### src/verilog/conv_pkg.sv
`default_nettype none

package conv_pkg;

  //////////////////////////////////////////////////
  // sample and weight types
  //////////////////////////////////////////////////

  localparam int unsigned pixel_width = 8;
  localparam int unsigned coef_width  = 8;
  localparam int unsigned acc_width   = 20;
  localparam int unsigned num_taps    = 9;

  // unsigned image sample
  typedef logic [pixel_width-1:0] pixel_t;

  // signed kernel weight
  typedef logic signed [coef_width-1:0] coef_t;

  // 9 * 255 * 128 plus sign fits in 20 bits
  typedef logic signed [acc_width-1:0] acc_t;

  //////////////////////////////////////////////////
  // 3x3 groupings, row-major, 00 is oldest
  //////////////////////////////////////////////////

  typedef struct packed {
    coef_t k00;
    coef_t k01;
    coef_t k02;
    coef_t k10;
    coef_t k11;
    coef_t k12;
    coef_t k20;
    coef_t k21;
    coef_t k22;
  } kernel_t;

  // p22 is the newest pixel
  typedef struct packed {
    pixel_t p00;
    pixel_t p01;
    pixel_t p02;
    pixel_t p10;
    pixel_t p11;
    pixel_t p12;
    pixel_t p20;
    pixel_t p21;
    pixel_t p22;
  } window_t;

  // one output sample plus end of frame marker
  typedef struct packed {
    acc_t value;
    logic last;
  } conv_result_t;

endpackage

`default_nettype wire

### src/verilog/conv3x3_top.sv
`timescale 1ns/10ps
`default_nettype none

module conv3x3_top #(
  parameter int unsigned image_width  = 16,
  parameter int unsigned image_height = 8
) (
  input  logic                   clk,
  input  logic                   reset,
  input  logic                   pixel_valid,
  input  conv_pkg::pixel_t       pixel,
  input  conv_pkg::kernel_t      kernel,
  output logic                   result_valid,
  output conv_pkg::conv_result_t result
);

  //////////////////////////////////////////////////
  // internal nets
  //////////////////////////////////////////////////

  conv_pkg::window_t window;
  logic              window_ok;
  logic              window_last;

  //////////////////////////////////////////////////
  // window path and position tracking, side by side
  //////////////////////////////////////////////////

  window_gen #(
    .image_width (image_width)
  ) u_window_gen (
    .clk         (clk),
    .reset       (reset),
    .pixel_valid (pixel_valid),
    .pixel       (pixel),
    .window      (window)
  );

  // flags line up with the registered window
  frame_tracker #(
    .image_width  (image_width),
    .image_height (image_height)
  ) u_frame_tracker (
    .clk         (clk),
    .reset       (reset),
    .pixel_valid (pixel_valid),
    .window_ok   (window_ok),
    .window_last (window_last)
  );

  //////////////////////////////////////////////////
  // weighted sum
  //////////////////////////////////////////////////

  // result two cycles after the completing strobe
  conv_mac u_conv_mac (
    .clk          (clk),
    .reset        (reset),
    .window_ok    (window_ok),
    .window_last  (window_last),
    .window       (window),
    .kernel       (kernel),
    .result_valid (result_valid),
    .result       (result)
  );

endmodule

`default_nettype wire

### src/verilog/conv_mac.sv
`timescale 1ns/10ps
`default_nettype none

module conv_mac (
  input  logic                   clk,
  input  logic                   reset,
  input  logic                   window_ok,
  input  logic                   window_last,
  input  conv_pkg::window_t      window,
  input  conv_pkg::kernel_t      kernel,
  output logic                   result_valid,
  output conv_pkg::conv_result_t result
);

  //////////////////////////////////////////////////
  // multiply and sum
  //////////////////////////////////////////////////

  conv_pkg::pixel_t pix_tap  [conv_pkg::num_taps];
  conv_pkg::coef_t  coef_tap [conv_pkg::num_taps];
  conv_pkg::acc_t   sum;

  // window and kernel share the same packed layout,
  // so equal slices pair each pixel with its weight
  always_comb begin
    for (int i = 0; i < conv_pkg::num_taps; i++) begin
      pix_tap[i]  = window[i*conv_pkg::pixel_width +: conv_pkg::pixel_width];
      coef_tap[i] = kernel[i*conv_pkg::coef_width +: conv_pkg::coef_width];
    end
  end

  always_comb begin
    conv_pkg::acc_t pix_ext;
    conv_pkg::acc_t coef_ext;
    sum = '0;
    for (int i = 0; i < conv_pkg::num_taps; i++) begin
      // zero-extend pixel, sign-extend weight
      pix_ext  = conv_pkg::acc_t'({1'b0, pix_tap[i]});
      coef_ext = conv_pkg::acc_t'(coef_tap[i]);
      sum      = sum + pix_ext * coef_ext;
    end
  end

  //////////////////////////////////////////////////
  // output register
  //////////////////////////////////////////////////

  always_ff @(posedge clk) begin
    if (reset) begin
      result_valid <= 1'b0;
    end else begin
      result_valid <= window_ok;
    end
  end

  // payload only loads on a complete window
  always_ff @(posedge clk) begin
    if (window_ok) begin
      result.value <= sum;
      result.last  <= window_last;
    end
  end

  a_valid_known : assert property (@(posedge clk)
    !reset |-> !$isunknown(result_valid));

endmodule

`default_nettype wire

### src/verilog/frame_tracker.sv
`timescale 1ns/10ps
`default_nettype none

module frame_tracker #(
  parameter int unsigned image_width  = 16,
  parameter int unsigned image_height = 8
) (
  input  logic clk,
  input  logic reset,
  input  logic pixel_valid,
  output logic window_ok,
  output logic window_last
);

  localparam int unsigned col_w = $clog2(image_width);
  localparam int unsigned row_w = $clog2(image_height);

  //////////////////////////////////////////////////
  // position of the pixel being accepted
  //////////////////////////////////////////////////

  logic [col_w-1:0] col_cnt;
  logic [row_w-1:0] row_cnt;
  logic             end_of_row;
  logic             end_of_frame;

  assign end_of_row   = (col_cnt == col_w'(image_width - 1));
  assign end_of_frame = end_of_row && (row_cnt == row_w'(image_height - 1));

  always_ff @(posedge clk) begin
    if (reset) begin
      col_cnt <= '0;
      row_cnt <= '0;
    end else if (pixel_valid) begin
      if (end_of_row) begin
        col_cnt <= '0;
        // wrap to row 0 after the last pixel of the frame
        row_cnt <= end_of_frame ? '0 : row_cnt + 1'b1;
      end else begin
        col_cnt <= col_cnt + 1'b1;
      end
    end
  end

  //////////////////////////////////////////////////
  // window flags
  //////////////////////////////////////////////////

  // registered alongside the window update, one cycle pulses
  always_ff @(posedge clk) begin
    if (reset) begin
      window_ok   <= 1'b0;
      window_last <= 1'b0;
    end else begin
      window_ok   <= pixel_valid && (row_cnt >= 2) && (col_cnt >= 2);
      window_last <= pixel_valid && end_of_frame;
    end
  end

  // counters never leave the image
  a_col_range : assert property (@(posedge clk) disable iff (reset)
    col_cnt < image_width);
  a_row_range : assert property (@(posedge clk) disable iff (reset)
    row_cnt < image_height);

  // last window is always a complete one
  a_last_ok : assert property (@(posedge clk) disable iff (reset)
    $rose(window_last) |-> window_ok);

endmodule

`default_nettype wire

### src/verilog/line_buffer.sv
`timescale 1ns/10ps
`default_nettype none

module line_buffer #(
  parameter int unsigned image_width = 16
) (
  input  logic             clk,
  input  logic             reset,
  input  logic             shift,
  input  conv_pkg::pixel_t din,
  output conv_pkg::pixel_t dout
);

  //////////////////////////////////////////////////
  // row storage
  //////////////////////////////////////////////////

  // mem[0] is the newest accepted pixel
  conv_pkg::pixel_t mem [image_width];

  // advances only on an accepted pixel, so idle cycles
  // between strobes leave the row alignment intact
  always_ff @(posedge clk) begin
    if (reset) begin
      for (int i = 0; i < image_width; i++) begin
        mem[i] <= '0;
      end
    end else if (shift) begin
      mem[0] <= din;
      for (int i = 1; i < image_width; i++) begin
        mem[i] <= mem[i-1];
      end
    end
  end

  //////////////////////////////////////////////////
  // output tap
  //////////////////////////////////////////////////

  // pixel accepted image_width strobes ago,
  // i.e. same column one row up when din arrives
  assign dout = mem[image_width-1];

endmodule

`default_nettype wire

### src/verilog/window_gen.sv
`timescale 1ns/10ps
`default_nettype none

module window_gen #(
  parameter int unsigned image_width = 16
) (
  input  logic              clk,
  input  logic              reset,
  input  logic              pixel_valid,
  input  conv_pkg::pixel_t  pixel,
  output conv_pkg::window_t window
);

  //////////////////////////////////////////////////
  // row delays
  //////////////////////////////////////////////////

  conv_pkg::pixel_t row_up_1;
  conv_pkg::pixel_t row_up_2;

  // one row above the incoming pixel
  line_buffer #(
    .image_width (image_width)
  ) row_buf_1 (
    .clk   (clk),
    .reset (reset),
    .shift (pixel_valid),
    .din   (pixel),
    .dout  (row_up_1)
  );

  // two rows above, chained off the first buffer
  line_buffer #(
    .image_width (image_width)
  ) row_buf_2 (
    .clk   (clk),
    .reset (reset),
    .shift (pixel_valid),
    .din   (row_up_1),
    .dout  (row_up_2)
  );

  //////////////////////////////////////////////////
  // column shift registers
  //////////////////////////////////////////////////

  // index 0 is oldest row / oldest column, matching window_t
  conv_pkg::pixel_t col_in [3];
  conv_pkg::pixel_t taps   [3][3];

  assign col_in[0] = row_up_2;
  assign col_in[1] = row_up_1;
  assign col_in[2] = pixel;

  always_ff @(posedge clk) begin
    if (reset) begin
      for (int r = 0; r < 3; r++) begin
        for (int c = 0; c < 3; c++) begin
          taps[r][c] <= '0;
        end
      end
    end else if (pixel_valid) begin
      for (int r = 0; r < 3; r++) begin
        taps[r][0] <= taps[r][1];
        taps[r][1] <= taps[r][2];
        taps[r][2] <= col_in[r];
      end
    end
  end

  //////////////////////////////////////////////////
  // window output
  //////////////////////////////////////////////////

  // row edges are not checked here, frame_tracker
  // decides whether the window is usable
  assign window.p00 = taps[0][0];
  assign window.p01 = taps[0][1];
  assign window.p02 = taps[0][2];
  assign window.p10 = taps[1][0];
  assign window.p11 = taps[1][1];
  assign window.p12 = taps[1][2];
  assign window.p20 = taps[2][0];
  assign window.p21 = taps[2][1];
  assign window.p22 = taps[2][2];

endmodule

`default_nettype wire

### config.mk
export PLATFORM = sky130hd
export DESIGN_NAME = conv3x3_top
export DESIGN_NICKNAME = d
export VERILOG_FILES = /design/src/verilog/conv_pkg.sv /design/src/verilog/conv3x3_top.sv /design/src/verilog/conv_mac.sv /design/src/verilog/frame_tracker.sv /design/src/verilog/line_buffer.sv /design/src/verilog/window_gen.sv
export SDC_FILE = /design/constraint.sdc
export NUM_CORES = 2
export LEC_CHECK = 0
export ABC_AREA = 1
export BUFFER_PORTS_ARGS = -buffer_cell sky130_fd_sc_hd__buf_4
export CAP_MARGIN = 20
export CORE_UTILIZATION = 50
export CTS_BUF_LIST = sky130_fd_sc_hd__clkbuf_4
export CTS_CLUSTER_SIZE = 24
export DETAILED_ROUTE_END_ITERATION = 7
export HOLD_SLACK_MARGIN = 0.03
export PLACE_DENSITY = 0.69
export SETUP_SLACK_MARGIN = 0.05
export SKIP_CTS_REPAIR_TIMING = 1
export SLEW_MARGIN = 40
export SYNTH_ARGS = -nofsm -noshare
export SYNTH_HDL_FRONTEND = slang
export SYNTH_SLANG_ARGS = --single-unit
### constraint.sdc
create_clock -name clk -period 11.35 [get_ports clk]
set_input_delay 1.135 -clock clk [delete_from_list [all_inputs] [get_ports clk]]
set_output_delay 1.135 -clock clk [all_outputs]
set_load 0.05 [all_outputs]
# [After elaboration in Yosys (flattened, before gate mapping)]
# Memories as Yosys holds them, arrays and structs flattened.
# Index checks and enable logic that the tools add are counted.
[totals] regBits=31 ram_bits=328 inputBits=83 out_inout_bits=22 wordCells=127 mem_count=3
[classes] n_addsub=10 mul=9 order_cmp=2 n_eq_ne=2 muxes=48 bitwise=41 n_reduce_logical=5
[memory_table] name="u_window_gen.row_buf_1.mem" words=16 width=8 read_ports=16 rd_ports_with_merged_regs=0 write_ports=16 line_no="line_buffer.sv:19" text="conv_pkg::pixel_t mem [image_width];"
[memory_table] name="u_window_gen.row_buf_2.mem" words=16 width=8 read_ports=16 rd_ports_with_merged_regs=0 write_ports=16 line_no="line_buffer.sv:19"
[memory_table] name="u_window_gen.taps" words=3 width=24 read_ports=3 rd_ports_with_merged_regs=0 write_ports=3 line_no="window_gen.sv:49" text="conv_pkg::pixel_t taps [3][3];"
[op_table] cell="two-way mux 8 bit" count=41
[op_table] cell="adder 20 bit" count=8
[op_table] cell="multiplier 9 x 8 -> 17 bit" count=9
[op_table] cell="bitwise OR 1 bit" count=41
[op_table] cell="two-way mux 1 bit" count=5
[op_table] cell="adder 4 x 1 -> 4 bit, second input constant" count=1
[op_table] cell="== test 4 bit, second input constant" count=1
[op_table] cell="greater-or-equal comparator 4 x 2 -> 1 bit, second input constant" count=1
[op_table] cell="logical AND 1 bit" count=4
[op_table] cell="two-way mux 4 bit" count=1
[op_table] cell="adder 3 x 1 -> 3 bit, second input constant" count=1
[op_table] cell="== test 3 bit, second input constant" count=1
[op_table] cell="greater-or-equal comparator 3 x 2 -> 1 bit, second input constant" count=1
[op_table] cell="two-way mux 3 bit" count=1
[op_table] cell="AND reduction 2 bit" count=1

# [Longest topological paths before layout]
# An unclocked memory read counts as a cell.
[depth] word_depth=10 mapped_depth=36 depth_no_buf=35

# [Cells and area by module]
# A second synthesis with hierarchy kept.
[unflattened] cells_unflattened=4026 hier_area_um2=37480.9
[by_module_without_submodules] module="conv_mac" instances=1 cells_each=2927 area_per_inst_um2=23772.8 seq_area_each_um2=650.6
[by_module_without_submodules] module="line_buffer" instances=2 cells_each=409 area_per_inst_um2=5221.3 seq_area_each_um2=3843.7
[by_module_without_submodules] module="window_gen" instances=1 cells_each=226 area_per_inst_um2=2835.2 seq_area_each_um2=2162.1
[by_module_without_submodules] module="frame_tracker" instances=1 cells_each=55 area_per_inst_um2=430.4 seq_area_each_um2=180.2

# [Worst setup path before layout]
# Ideal clock, no wire load.
[synth_timing] kind="input-to-reg" startpoint="input port reset" endpoint="memory u_window_gen.row_buf_1.mem[10][0] in the netlist's numbering (enable)" setup_ns=2.120 arrival_time_ns=5.862 t_required_ns=9.230 path_slack_ns=3.368 cell_stages=3 path_buffers=1 path_cell_list="buf_6 inv_1 nand2_1"
[synth_rtl] item="start: declaration" line_no="conv3x3_top.sv:9" text="input logic reset,"
[synth_rtl] item="end: declaration" line_no="line_buffer.sv:19"

==> flow_metrics.py <==
metrics = {
    "status": {
        "status": "complete, no violations",
    },
    "setup_path": {
        "r2r_end": "u_conv_mac.result[18]$_DFFE_PP_",
        "r2r_slack_ps": 3670,
        "cp_common_cell": "fa_1",
        "crit_buf_inv": 6,
        "cp.required_ps": 11940,
        "end_kind": "flop",
        "slowest_delay_ps": 630,
        "setup.worst_path.start": "u_window_gen.taps[0][18]$_SDFFCE_PN0P_",
        "cp.depth": 29,
        "crit_family": "adder cells",
        "worstPathMaxFanout": 8,
        "worst_r2r_startpoint": "u_window_gen.taps[0][18]$_SDFFCE_PN0P_",
        "worst_path_max_delay_cell": "fa_1",
        "rr_worst_depth": 29,
        "critPathArrivalTime_ps": 8270,
        "worst-setup-path-type": "reg2reg",
        "start_kind": "flop",
        "endpoint": "u_conv_mac.result[18]$_DFFE_PP_",
    },
    "yosys": {
        "synthTopCellsByCount": "inv_1, nand2_1, fa_1",
        "ys_seq_area_share_pct": 25.1,
        "syn_inst": 4364,
        "netlist_area_um2": 36800,
        "synth-edff-count": 301,
        "synth_area_per_cell_um2": 8.44,
        "async_flop_share_pct": 0,
        "netlist.area_leader.share_pct": 24.7,
        "syn_nets": 5313,
        "synth-main-ff-cell": "edfxtp_1",
        "yosys_warnings": 0,
        "synth_area_leaders": "fa_1, edfxtp_1, ha_1, inv_1, nand2_1",
        "yosysMostFrequentCell": "inv_1",
        "synth.distinct_cells": 36,
        "synth_area_leader_cell": "fa_1",
        "ys_seq_elements": 311,
    },
    "floorplan": {
        "die-area_um2": 74700,
        "die_y_um": 273,
        "die_w_um": 273,
        "io-pin-count": 105,
        "rows": 99,
        "core_um2": 73000,
        "start_util_pct": 50.5,
    },
    "placement": {
        "place.gp.congestion": 0.911,
        "dpl_cell_area_um2": 38100,
        "placed_cells": 5268,
        "dp_hpwl_um": 64000,
        "port_buffers": 104,
    },
    "cells_and_area": {
        "fillers": 6769,
        "drive_gt1_share_pct": 8.26,
        "syn_to_final_growth_pct": 6.38,
        "stdcell_count": 5418,
        "fin_area_um2": 39200,
        "fin_nets": 5344,
    },
    "timing": {
        "relSlewSlack_pct": 46.4,
        "tightest_slew_ps": 805,
        "max_freq_ghz": 0.130,
        "drv_slew": 0,
        "rsz0062_at_grt": "no",
        "finClkSkew_ps": 83.0,
        "holdWs_ps": 404,
        "min_period_over_period_pct": 67.7,
        "finalHoldViolCount": 0,
        "fin_setup_tns_ps": 0,
        "fin_crit_ps": 7680,
        "setup_viol": 0,
    },
    "cts": {
        "root_buffer": "clkbuf_4",
        "clock_latency_ps": 850,
        "cts_tree": "done",
        "path_clk_slew_ps": 60,
        "cts_max_level": 3,
        "max-clock-path-buffers": 3,
        "numCtsBuffers": 84,
        "cts.sinks": 311,
    },
    "grt": {
        "grt_max_degree": 102,
        "grtUsageTotal_pct": 22.1,
        "grt_pass1_vias": 26100,
        "grt_pass1_wl_um": 130000,
        "grt_overflow_total": 0,
        "antenna_found_initial": 7,
    },
    "run": {
        "maxCapViolCount": 0,
    },
    "worst_hold_path": {
        "min_path_type": "reg2reg",
    },
    "detailed_routing": {
        "wl_um": 78300,
        "wl_per_cell_um": 14.5,
        "viasPerCell": 4.76,
        "drc": 0,
        "dr.first_iter.drc_count": 1695,
        "ant_nets": 0,
        "dr.pass1.iters": 5,
        "vias": 25800,
    },
}
## metrics by stage
step | setup WS, ps | util, %
2_1_floorplan | 3370 | -
3_3_place_gp | 2920 | 52.2
3_5_place_dp | 2900 | 52.2
4_1_cts | 3650 | 53.7
5_1_grt | 3270 | 53.7
6_report | 3670 | 53.7
## state kept, by name, summed over array words and instances (netlist names)
name and cells:
u_window_gen.row_buf_1.mem 113, u_window_gen.row_buf_2.mem 104, u_window_gen.taps 63, u_conv_mac.result 21, u_frame_tracker.col_cnt 4, u_frame_tracker.row_cnt 3, u_conv_mac.result_valid 1, u_frame_tracker.window_last 1
u_frame_tracker.window_ok 1
## cell type report
class | count | area (um^2) | share of cell area (%)
tap | 959 | 1200 | 3.06
sequential | 311 | 9240 | 23.6
timing repair buffer | 111 | 877 | 2.24
multi-input combinational | 2512 | 21600 | 55.2
inverter | 1375 | 5170 | 13.2
antenna | 4 | 10.0 | 0.0256
clock buffer | 121 | 908 | 2.32
clock inverter | 25 | 126 | 0.323
## routing by layer
layer | share of wire (%) | GRT usage, %
met1 | 44 | 29.8
met2 | 46 | 35.5
met3 | 6.0 | 3.83
met4 | 3.4 | 8.73
met5 | 0.047 | 0
## how the worst min path moves through the flow
stage	startpoint	to	slack, ps	cells after the start
after detailed placement	u_frame_tracker.window_last$_SDFF_PP0_	u_conv_mac.result[0]$_DFFE_PP_	390	0
after global routing	u_frame_tracker.window_last$_SDFF_PP0_	u_conv_mac.result[0]$_DFFE_PP_	430	0
after floorplan	u_frame_tracker.window_last$_SDFF_PP0_	u_conv_mac.result[0]$_DFFE_PP_	390	0
after CTS	u_frame_tracker.window_last$_SDFF_PP0_	u_conv_mac.result[0]$_DFFE_PP_	410	0
final	u_frame_tracker.window_last$_SDFF_PP0_	u_conv_mac.result[0]$_DFFE_PP_	400	0
after global placement	u_frame_tracker.window_last$_SDFF_PP0_	u_conv_mac.result[0]$_DFFE_PP_	390	0
## logic make-up (layout without fill, tap and decap cells)
group / Yosys count / in the layout / synth area share (%)
xor+xnor: 84 / 84 / 2.00
simple gates: 1401 / 1401 / 15.6
compound gates: 161 / 161 / 2.41
other cells: 0 / 4 / 0
buf+inv: 1541 / 1632 / 16.2
fa+ha+maj: 866 / 866 / 38.7
flops: 311 / 311 / 25.1
## placed cells by master, fill, tap and decap left out, types with 14 or more instances in the layout
master / n
xnor2_1: 37
clkinv_1: 14
xor2_1: 47
nand2_1: 852
nor3_1: 25
o21ai_0: 27
o21a_1: 15
nand3_1: 92
nor2_1: 299
clkbuf_4: 121
inv_1: 1373
buf_4: 106
nor2_2: 101
fa_1: 454
ha_1: 412
edfxtp_1: 301
a21oi_1: 98
Power is left out: the tool's default activity adds up to more than one toggle a clock period on the data nets, which glitch-free logic cannot reach.
